`config.mk`:
```
export PLATFORM = sky130hd
export DESIGN_NAME = adc_capture_top
export DESIGN_NICKNAME = d
export VERILOG_FILES = /design/src/hdl/adc_cfg_pkg.sv /design/src/hdl/adc_frame_pkg.sv /design/src/hdl/adc_capture_top.sv /design/src/hdl/frame_builder.sv /design/src/hdl/frame_fifo.sv /design/src/hdl/sample_deserializer.sv
export SDC_FILE = /design/constraint.sdc
export NUM_CORES = 2
export LEC_CHECK = 0
export ABC_AREA = 0
export BUFFER_PORTS_ARGS = -buffer_cell sky130_fd_sc_hd__buf_2
export CORE_MARGIN = 1.5
export CORE_UTILIZATION = 30
export DETAILED_ROUTE_END_ITERATION = 6
export GPL_ROUTABILITY_DRIVEN = 0
export GPL_TIMING_DRIVEN = 0
export PLACE_DENSITY = 0.51
export SLEW_MARGIN = 20
export SYNTH_ARGS = -nofsm -noshare
export SYNTH_HDL_FRONTEND = slang
export SYNTH_HIERARCHICAL = 1
export SYNTH_SLANG_ARGS = --single-unit
```
`constraint.sdc`:
```
create_clock -name adc_clk -period 22.7 [get_ports adc_clk]
set_clock_uncertainty 0.05 [all_clocks]
set_input_delay 4.54 -clock adc_clk [delete_from_list [all_inputs] [get_ports adc_clk]]
set_output_delay 4.54 -clock adc_clk [all_outputs]
set_load 0.05 [all_outputs]
```
`src/hdl/adc_cfg_pkg.sv`:
```
`default_nettype none

package adc_cfg_pkg;

  // ----------------------------------------------------------------------
  // sample geometry
  // ----------------------------------------------------------------------
  localparam int SAMPLE_W          = 8;  // bits per adc sample
  localparam int NUM_CH            = 4;  // di_d, di, dq_d, dq
  localparam int SAMPLES_PER_FRAME = 4;  // samples per channel per frame
  localparam int SLOT_W            = 2;  // index of the sample within a frame

  // ----------------------------------------------------------------------
  // frame buffer
  // ----------------------------------------------------------------------
  localparam int FIFO_DEPTH = 8;                    // frames held, power of two
  localparam int FIFO_AW    = $clog2(FIFO_DEPTH);   // pointer width
  localparam int FIFO_CNT_W = FIFO_AW + 1;          // occupancy needs 0..DEPTH

  // register stage between frame assembly and the fifo
  // helps timing on the 134 bit wide write path
  localparam bit EXTRA_REG = 1'b1;

endpackage

`default_nettype wire

```
`src/hdl/adc_frame_pkg.sv`:
```
`default_nettype none

package adc_frame_pkg;

  import adc_cfg_pkg::*;

  // ----------------------------------------------------------------------
  // per cycle input
  // ----------------------------------------------------------------------
  typedef logic [SAMPLE_W-1:0] sample_t;

  // one sample per channel, di_d in the top byte
  typedef struct packed {
    sample_t di_d;
    sample_t di;
    sample_t dq_d;
    sample_t dq;
  } lane_word_t;

  // ----------------------------------------------------------------------
  // gathered frame
  // ----------------------------------------------------------------------
  // slot 0 sits in the low byte
  typedef logic [SAMPLES_PER_FRAME-1:0][SAMPLE_W-1:0] channel_frame_t;

  typedef struct packed {
    channel_frame_t di_d;
    channel_frame_t di;
    channel_frame_t dq_d;
    channel_frame_t dq;
  } sample_frame_t;

  typedef struct packed {
    logic [SAMPLES_PER_FRAME-1:0] sync;        // bit k = sync seen in slot k
    logic [1:0]                   outofrange;  // bit 0 slots 0-1, bit 1 slots 2-3
  } frame_status_t;

  // fifo word, status on top
  typedef struct packed {
    frame_status_t status;
    sample_frame_t samples;
  } adc_frame_t;

endpackage

`default_nettype wire

```
`src/hdl/adc_capture_top.sv`:
```
`timescale 1ns/1ps
`default_nettype none

module adc_capture_top (
  input  logic                      adc_clk,
  input  logic                      dcm_reset,
  input  adc_frame_pkg::lane_word_t lane,
  input  logic                      sync,
  input  logic                      overrange,
  input  logic                      out_ready,
  output adc_frame_pkg::adc_frame_t out_frame,
  output logic                      out_valid,
  output logic                      overflow
);

  import adc_cfg_pkg::*;
  import adc_frame_pkg::*;

  // ----------------------------------------------------------------------
  // stage wiring
  // ----------------------------------------------------------------------
  logic [SLOT_W-1:0] slot;        // current sample slot
  sample_frame_t     frame;       // gathered samples
  logic              frame_done;
  adc_frame_t        wr_frame;    // samples plus status
  logic              wr_valid;

  sample_deserializer u_deser (
    .adc_clk    (adc_clk),
    .dcm_reset  (dcm_reset),
    .lane       (lane),
    .slot       (slot),
    .frame      (frame),
    .frame_done (frame_done)
  );

  frame_builder u_build (
    .adc_clk    (adc_clk),
    .dcm_reset  (dcm_reset),
    .sync       (sync),
    .overrange  (overrange),
    .slot       (slot),
    .frame      (frame),
    .frame_done (frame_done),
    .wr_frame   (wr_frame),
    .wr_valid   (wr_valid)
  );

  // no back-pressure toward the builder
  frame_fifo u_fifo (
    .adc_clk   (adc_clk),
    .dcm_reset (dcm_reset),
    .wr_frame  (wr_frame),
    .wr_valid  (wr_valid),
    .out_ready (out_ready),
    .out_frame (out_frame),
    .out_valid (out_valid),
    .overflow  (overflow)
  );

endmodule

`default_nettype wire

```
`src/hdl/frame_builder.sv`:
```
`timescale 1ns/1ps
`default_nettype none

module frame_builder (
  input  logic                           adc_clk,
  input  logic                           dcm_reset,
  input  logic                           sync,
  input  logic                           overrange,
  input  logic [adc_cfg_pkg::SLOT_W-1:0] slot,
  input  adc_frame_pkg::sample_frame_t   frame,
  input  logic                           frame_done,
  output adc_frame_pkg::adc_frame_t      wr_frame,
  output logic                           wr_valid
);

  import adc_cfg_pkg::*;
  import adc_frame_pkg::*;

  frame_status_t status_q;     // status of the frame being gathered
  adc_frame_t    frame_word;   // assembled word ahead of the fifo
  logic          second_half;  // slots 2-3

  assign second_half = slot[SLOT_W-1];

  // ----------------------------------------------------------------------
  // sync and over-range capture
  // ----------------------------------------------------------------------
  // one sync bit per slot, over-range folded per half frame
  always_ff @(posedge adc_clk) begin
    if (dcm_reset) begin
      status_q <= '0;
    end else begin
      status_q.sync[slot] <= sync;
      if (slot == '0) begin
        // new frame starts
        status_q.sync[SAMPLES_PER_FRAME-1:1] <= '0;
        status_q.outofrange                  <= {1'b0, overrange};
      end else if (slot == SLOT_W'(SAMPLES_PER_FRAME / 2)) begin
        status_q.outofrange[1] <= overrange;  // second half restarts
      end else begin
        status_q.outofrange[second_half] <= status_q.outofrange[second_half] | overrange;
      end
    end
  end

  // status_q is complete while frame_done is high
  // and is only overwritten at the following slot 0 edge
  assign frame_word.status  = status_q;
  assign frame_word.samples = frame;

  // ----------------------------------------------------------------------
  // optional register stage
  // ----------------------------------------------------------------------
  generate
    if (EXTRA_REG) begin : g_extra_reg
      always_ff @(posedge adc_clk) begin
        if (dcm_reset) begin
          wr_valid <= 1'b0;
        end else begin
          wr_valid <= frame_done;
        end
      end

      always_ff @(posedge adc_clk) begin
        if (frame_done) begin
          wr_frame <= frame_word;
        end
      end

      a_wr_after_done: assert property (@(posedge adc_clk) disable iff (dcm_reset)
        wr_valid |-> $past(frame_done));
    end else begin : g_bypass
      assign wr_frame = frame_word;  // straight into the fifo
      assign wr_valid = frame_done;
    end
  endgenerate

  // deserializer strobe lands in the slot 0 cycle of the next frame
  a_done_at_slot0: assert property (@(posedge adc_clk) disable iff (dcm_reset)
    frame_done |-> slot == '0);

endmodule

`default_nettype wire

```
`src/hdl/frame_fifo.sv`:
```
`timescale 1ns/1ps
`default_nettype none

module frame_fifo (
  input  logic                      adc_clk,
  input  logic                      dcm_reset,
  input  adc_frame_pkg::adc_frame_t wr_frame,
  input  logic                      wr_valid,
  input  logic                      out_ready,
  output adc_frame_pkg::adc_frame_t out_frame,
  output logic                      out_valid,
  output logic                      overflow
);

  import adc_cfg_pkg::*;
  import adc_frame_pkg::*;

  adc_frame_t            mem [FIFO_DEPTH];
  logic [FIFO_AW-1:0]    wr_ptr;
  logic [FIFO_AW-1:0]    rd_ptr;
  logic [FIFO_CNT_W-1:0] count;    // memory entries plus the output word
  logic                  full;
  logic                  wr_en;
  logic                  pop;
  logic                  mem_has;  // something waiting behind out_frame
  logic                  load;     // move oldest entry to the output

  assign full    = (count == FIFO_CNT_W'(FIFO_DEPTH));
  assign wr_en   = wr_valid && !full;  // frame dropped when full
  assign pop     = out_valid && out_ready;
  assign mem_has = (count > FIFO_CNT_W'(out_valid));
  assign load    = mem_has && (!out_valid || pop);

  // ----------------------------------------------------------------------
  // storage
  // ----------------------------------------------------------------------
  always_ff @(posedge adc_clk) begin
    if (wr_en) begin
      mem[wr_ptr] <= wr_frame;
    end
    if (load) begin
      out_frame <= mem[rd_ptr];  // held until popped
    end
  end

  // ----------------------------------------------------------------------
  // pointers, occupancy and flags
  // ----------------------------------------------------------------------
  always_ff @(posedge adc_clk) begin
    if (dcm_reset) begin
      wr_ptr    <= '0;
      rd_ptr    <= '0;
      count     <= '0;
      out_valid <= 1'b0;
      overflow  <= 1'b0;
    end else begin
      if (wr_en) begin
        wr_ptr <= wr_ptr + 1'b1;  // depth is a power of two
      end
      if (load) begin
        rd_ptr <= rd_ptr + 1'b1;
      end
      count <= count + FIFO_CNT_W'(wr_en) - FIFO_CNT_W'(pop);

      if (load) begin
        out_valid <= 1'b1;
      end else if (pop) begin
        out_valid <= 1'b0;
      end

      // sticky until reset
      if (wr_valid && full) begin
        overflow <= 1'b1;
      end
    end
  end

  a_count_bound: assert property (@(posedge adc_clk) disable iff (dcm_reset)
    count <= FIFO_CNT_W'(FIFO_DEPTH));

  // stalled output holds word and valid
  a_hold_stall: assert property (@(posedge adc_clk) disable iff (dcm_reset)
    out_valid && !out_ready |=> out_valid && $stable(out_frame));

endmodule

`default_nettype wire

```
`src/hdl/sample_deserializer.sv`:
```
`timescale 1ns/1ps
`default_nettype none

module sample_deserializer (
  input  logic                           adc_clk,
  input  logic                           dcm_reset,
  input  adc_frame_pkg::lane_word_t      lane,
  output logic [adc_cfg_pkg::SLOT_W-1:0] slot,
  output adc_frame_pkg::sample_frame_t   frame,
  output logic                           frame_done
);

  import adc_cfg_pkg::*;
  import adc_frame_pkg::*;

  sample_t        [NUM_CH-1:0] lane_s;    // lane seen as a channel array
  channel_frame_t [NUM_CH-1:0] gather_q;  // partial frame per channel
  channel_frame_t [NUM_CH-1:0] gather_d;
  logic                        last_slot;

  // index NUM_CH-1 is di_d in both the lane word and the frame
  assign lane_s    = lane;
  assign last_slot = (slot == SLOT_W'(SAMPLES_PER_FRAME - 1));

  // ----------------------------------------------------------------------
  // gathering
  // ----------------------------------------------------------------------
  // drop this cycle's sample into position slot of every channel
  always_comb begin
    gather_d = gather_q;
    for (int ch = 0; ch < NUM_CH; ch++) begin
      gather_d[ch][slot] = lane_s[ch];
    end
  end

  always_ff @(posedge adc_clk) begin
    gather_q <= gather_d;
    if (last_slot) begin
      frame <= sample_frame_t'(gather_d);  // includes the slot 3 sample
    end
  end

  // ----------------------------------------------------------------------
  // slot counter and frame strobe
  // ----------------------------------------------------------------------
  always_ff @(posedge adc_clk) begin
    if (dcm_reset) begin
      slot       <= '0;  // first cycle after reset is slot 0
      frame_done <= 1'b0;
    end else begin
      if (last_slot) begin
        slot <= '0;
      end else begin
        slot <= slot + 1'b1;
      end
      frame_done <= last_slot;  // one cycle after slot 3
    end
  end

  // frames are SAMPLES_PER_FRAME apart so the strobe never doubles up
  a_done_single: assert property (@(posedge adc_clk) disable iff (dcm_reset)
    frame_done |=> !frame_done);

endmodule

`default_nettype wire

```
# Word level (Yosys, flattened, before mapping)

Memory sizes are Yosys's and may differ from the RTL's. A register that Yosys moved wholly into a read port is not among the register bits.
Index checks and enable logic that the tools add are counted.
W data, S select, Z words.

Bits of input ports: 37
Word-level logic and storage cells: 112
Output and inout port bits: 136
Bits in writable memories: 1072
Memories: 1
Register bits: 412

Magnitude comparators: 5
Add/subtract/negate cells: 5
Bitwise logic cells: 1
Equal/unequal tests: 4
Muxes and demuxes: 21
Reduce and logical (&&, ||, !) cells: 13

Memory list:

| memory     | depth | width | read ports | clocked after Yosys merged registers in | write ports | RTL line         | source |
|---|---|---|---|---|---|---|---|
| u_fifo.mem | 8     | 134   | 1          | 1                                       | 1           | frame_fifo.sv:18 | `adc_frame_t mem [FIFO_DEPTH];` |

Operators with widths:

| operator              | count |
|---|---|
| $bwmux W32            | 4 |
| $demux W8 S2          | 1 |
| $mux W1               | 11 |
| $mux W8               | 1 |
| $add A3 B1 Y3 const B | 2 |
| $logic_and A1 B1 Y1   | 6 |
| $add A4 B1 Y4         | 1 |
| $bwmux W4             | 1 |
| $eq A2 B2 Y1 const B  | 2 |
| $eq A4 B4 Y1 const B  | 1 |
| $gt A4 B1 Y1          | 1 |
| $reduce_or A2 Y1      | 2 |
| $sub A4 B1 Y4         | 1 |
| $lt A2 B3 Y1 const B  | 1 |
| $add A2 B1 Y2 const B | 1 |
| $bwmux W2             | 1 |
| $demux W1 S2          | 1 |
| $ge A2 B1 Y1 const B  | 1 |
| $logic_not A1 Y1      | 2 |
| $logic_not A2 Y1      | 1 |
| $lt A1 B2 Y1 const B  | 1 |
| $ne A2 B1 Y1 const B  | 1 |
| $reduce_bool A2 Y1    | 1 |
| $demux W1 S1          | 1 |
| 3 further kinds       | 3 |

# Longest topological paths before layout

Word-level depth: 7
Mapped depth: 11
Mapped depth without buffers: 11

# By module

Netlist, hierarchy kept.

By module, submodules not included:

| module              | area each (µm²) | instances | sequential area each (µm²) | cells each |
|---|---|---|---|---|
| frame_fifo          | 44983.1         | 1         | 36455.0                    | 1769 |
| sample_deserializer | 8582.0          | 1         | 6466.2                     | 413 |
| frame_builder       | 4294.1          | 1         | 4164.0                     | 162 |

# Least setup slack after synthesis

OpenSTA, ideal clock, no wires.

Path kind: input-to-reg
From: input port out_ready
To: register u_fifo.rd_ptr[0]
Required time: 22.565 ns
Library setup time: 0.085 ns
Cell stages on the path: 3
Slack: 11.706 ns
Arrival time: 10.859 ns
Path buffers: 0
Path through: nor2b_1 > a211oi_2 > mux2_2

Cells in the longest elaborated chain, start to end: 3

RTL lines:

| element               | RTL line              | source |
|---|---|---|
| from (decl)           | adc_capture_top.sv:10 | `input logic out_ready,` |
| $logic_and A1 B1 Y1   | frame_fifo.sv:30      | `assign pop = out_valid && out_ready;` |
| $logic_or A1 B1 Y1    | frame_fifo.sv:32      | `assign load = mem_has && (!out_valid \|\| pop);` |
| $logic_and A1 B1 Y1   | frame_fifo.sv:32      |  |
| named net u_fifo.load | frame_fifo.sv:26      | `logic load;` |
| to (signal assigned)  | frame_fifo.sv:61      | `rd_ptr <= rd_ptr + 1'b1;` |
| to (decl)             | frame_fifo.sv:20      | `logic [FIFO_AW-1:0] rd_ptr;` |

The timed path passes the listed nets, and every way through them passes these cells.
A chain may end at the register's enable or synchronous reset.

# Worst setup path after layout

From: register u_fifo/out_frame[7] (netlist name)
To: output port out_frame[7] in the netlist's numbering

RTL lines:

| element   | RTL line              | source |
|---|---|---|
| to (decl) | adc_capture_top.sv:11 | `output adc_frame_pkg::adc_frame_t out_frame,` |

No word-level cell between the ends.

==> impl_metrics.py <==
metrics = {
    "floorplan": {
        "die_h_um": 442.2,
        "dieArea_mm2": 0.1955,
        "rows": 161,
        "die_x_um": 442.2,
        "floorplan.initialDensity": 0.3014,
        "design.portCount": 173,
        "coreArea_mm2": 0.1920,
    },
    "sta": {
        "finalCriticalPeriod_ns": 6.212,
        "fin_tns_setup_ns": 0,
        "worstMarginPinSlew_ns": 0.9590,
        "maxSlewViolCount": 0,
        "setup_violations": 0,
        "finalWorstSetupSlack_ns": 16.49,
        "hold_viol": 0,
        "fin_crit_sh": 0.2737,
        "slew-limit-headroom": 0.3607,
        "fmax_ghz": 0.1610,
        "rsz0062_at_grt": "false",
    },
    "hold_path": {
        "min_to": "u_build/wr_frame[104]",
        "hp-class": "register to register",
        "hold_start": "u_deser/frame[104]",
        "worstHoldPathCells": 0,
    },
    "clock_network": {
        "cts-buffers-inserted": 155,
        "clockBufferDepth": 3,
        "cts_root_buf": "clkbuf_16",
        "cts.sinks": 1618,
        "cts_resized": 0,
        "htreeDepth": 4,
        "postCtsSetupBuffers": 0,
        "clkSlewWorstSetupHoldPaths_ns": 0.06,
        "cts_tree": "done",
        "ctsHoldBuffers": 0,
        "clk_latency_ns": 0.77,
    },
    "worst_setup_path": {
        "crit_slowest_cell": "edfxtp_1",
        "regToRegStartpoint": "u_fifo/count[2]",
        "r2r_cells": 12,
        "crit_family": "flip-flops",
        "crit_path_end_kind": "output port",
        "crit_fanout": 1,
        "path_class": "register to output port",
        "start_kind": "register",
        "critPathBufInv": 1,
        "reg2reg_to": "u_fifo/mem[0][61]",
        "crit_chain": "buf_2",
        "r2r_setup_slack_ns": 19.18,
        "critPathMaxStageDelay_ns": 0.52,
        "crit_required_ns": 18.11,
        "arrival_ns": 1.62,
    },
    "run_status": {
        "status": "finished, final reports clean",
    },
    "grt": {
        "grt_pass1_wl_um": 186500,
        "grt.overflow.total": 0,
        "antenna_found_initial": 16,
        "grt_pass1_vias": 25310,
        "grt_max_degree": 40,
        "grt_util_all_layers": 0.1323,
    },
    "placement": {
        "dp.cells": 5160,
        "pre_cts_slack_ns": 16.25,
        "dpl.hpwl_um": 84730,
        "dpl_cell_area_mm2": 0.06387,
        "io_buffers": 172,
    },
    "finish": {
        "drive_above_1_share": 0.3812,
        "design_area_mm2": 0.06891,
        "final_core_util": 0.3590,
        "fill_cells": 17430,
        "fin_nets": 2845,
        "syn2layout_area_growth_pct": 19.10,
        "final_cells": 5449,
    },
    "power_and_ir_drop": {
        "ir_drop_v": 0.00005655,
        "p_leak_nw": 22.07,
        "powerDensity_mw_per_mm2": 117.4,
    },
    "synthesis": {
        "synth-xor-area-share": 0.0003027,
        "synth-main-ff-cell": "edfxtp_1",
        "syn_area_per_cell_um2": 24.68,
        "synth_adder_area_share": 0.003806,
        "synth_simple_gate_area_frac": 0.004498,
        "synth-compound-area-share": 0.002162,
        "synth_cell_type_count": 37,
        "ys_ff_latch": 1618,
        "netlist_instances": 2344,
        "synth_nets": 2398,
        "syn_area_mm2": 0.05786,
        "yosys-mux-area-fraction": 0.1627,
        "synth_top_family_by_area": "multiplexers",
        "yosysWarnings": 6,
        "synth_edf_count": 1468,
        "yosysSeqAreaShare": 0.8138,
        "async_flop_share": 0,
    },
    "drt": {
        "dr.pass1.iters": 5,
        "finalWirelength_um": 129900,
        "drtIter0Drc": 1731,
        "num_vias": 24310,
        "drc": 0,
        "vias_per_cell": 4.462,
        "wl_per_cell_um": 23.84,
        "detail-route-antenna-nets": 0,
    },
    "job": {
        "maxCapViolCount": 0,
    },
}
[where the power goes]
group | internal (W) | switching, W | leakage [nW]
clock network | 0.00148 | 0.00108 | 2.45
logic | 0.000683 | 0.00112 | 5.06
registers | 0.00359 | 0.000129 | 14.6
total | 0.00575 | 0.00233 | 22.1
[worst reg2reg max path: cells and delay by family (launching register included)]
family,cells,cell delay [ns]
buffers and inverters,8,1.55
AND/OR/NAND/NOR,3,1.11
flip-flops,1,0.30
adder cells (fa/ha/maj),1,0.22
[sequential cells by signal, indices dropped and copies added, names as in the netlist]
name / flops
u_deser/frame: 128
u_deser/gather_q: 128
u_deser/slot: 2
u_build/wr_frame: 134
u_fifo/overflow: 1
u_fifo/rd_ptr: 3
u_fifo/count: 4
u_build/wr_valid: 1
u_deser/frame_done: 1
u_fifo/mem: 1072
u_fifo/out_valid: 1
u_fifo/wr_ptr: 3
u_build/frame_word: 6
u_fifo/out_frame: 134
[cell usage after synthesis (all sizes together), types with 2 or more instances]
library cell  instances  area, um2
or3b                  2      17.52
mux2                266       3371
clkbuf               22      82.58
dfxtp               150       3003
nand2                 4      15.01
nor2                 14      52.55
nand2b                6      37.54
ha                   16      200.2
o21ai                 5      25.02
edfxtp             1468      44080
nor2b                 9      56.30
buf                  71      610.6
nor3                  3      15.01
mux4                268       6036
a21oi                 9      45.04
nand3                 3      15.01
nor3b                 2      15.01
inv                  11      41.29
nand3b                2      15.01
[metal layers]
metal,share of wire,up-vias,GRT usage
met5,0.00068,-,0
met4,0.021,14,0.03504
met3,0.035,180,0.02430
met2,0.51,429,0.2284
met1,0.43,13060,0.1709
li1,-,10630,-
[cell families (layout without fill, tap and decap cells)]
kind of cell / Yosys count / after routing
flops: 1618 / 1618
mux: 535 / 535
buf+inv: 104 / 682
simple gates: 48 / 48
compound gates: 20 / 20
fa+ha+maj: 17 / 17
xor+xnor: 2 / 2
other cells: 0 / 1
[per-stage QoR]
stage          hold WS (ns)  power (W)
2_1_floorplan        0.3503   0.005055
6_report             0.3570   0.008088
3_3_place_gp         0.3505   0.005667
5_1_grt              0.3650   0.008403
3_5_place_dp         0.3545   0.005648
4_1_cts              0.3590   0.008232
[layout by cell type, fill, tap and decap left out, types with 11 or more instances in the layout]
cell type | Yosys | routed
edfxtp_1 | 1468 | 1468
mux4_2 | 268 | 268
buf_2 | 25 | 197
mux2_2 | 166 | 166
clkbuf_16 | 0 | 164
dfxtp_1 | 150 | 149
mux2_4 | 100 | 100
clkbuf_1 | 22 | 75
buf_6 | 33 | 50
buf_4 | 0 | 39
buf_12 | 4 | 37
buf_16 | 0 | 26
clkinv_1 | 0 | 20
clkbuf_8 | 0 | 16
clkinv_2 | 0 | 15
ha_1 | 16 | 15
inv_1 | 11 | 11
[how the worst max path moves through the flow]
| stage | from | to | slack, ns | depth (start not counted) |
|---|---|---|---|---|
| global route | u_fifo/out_frame[9] | out_frame[9] | 16.43 | 1 |
| floorplan | out_ready | u_fifo/rd_ptr[0] | 11.71 | 3 |
| global placement | u_fifo/count[2] | u_fifo/mem[0][61] | -0.73 | 5 |
| detailed placement | out_ready | u_fifo/out_frame[57] | 16.25 | 8 |
| finish | u_fifo/out_frame[7] | out_frame[7] | 16.49 | 1 |
| CTS | u_fifo/out_frame[9] | out_frame[9] | 16.36 | 1 |
[layout make-up]
cell class              count  area, um2  area share
diodes                      1      2.502  0.00003631
plain buffers              93      693.2     0.01006
clock buffers             233       4523     0.06564
clock inverters            55      520.5    0.007553
inverters                  11      41.29   0.0005992
multi-input cells         622      10120      0.1468
flip-flops and latches   1618      47090      0.6833
well taps                2526       3161     0.04586
repair buffers            290       2766     0.04014
No activity file was read; power rests on OpenSTA's default activity.
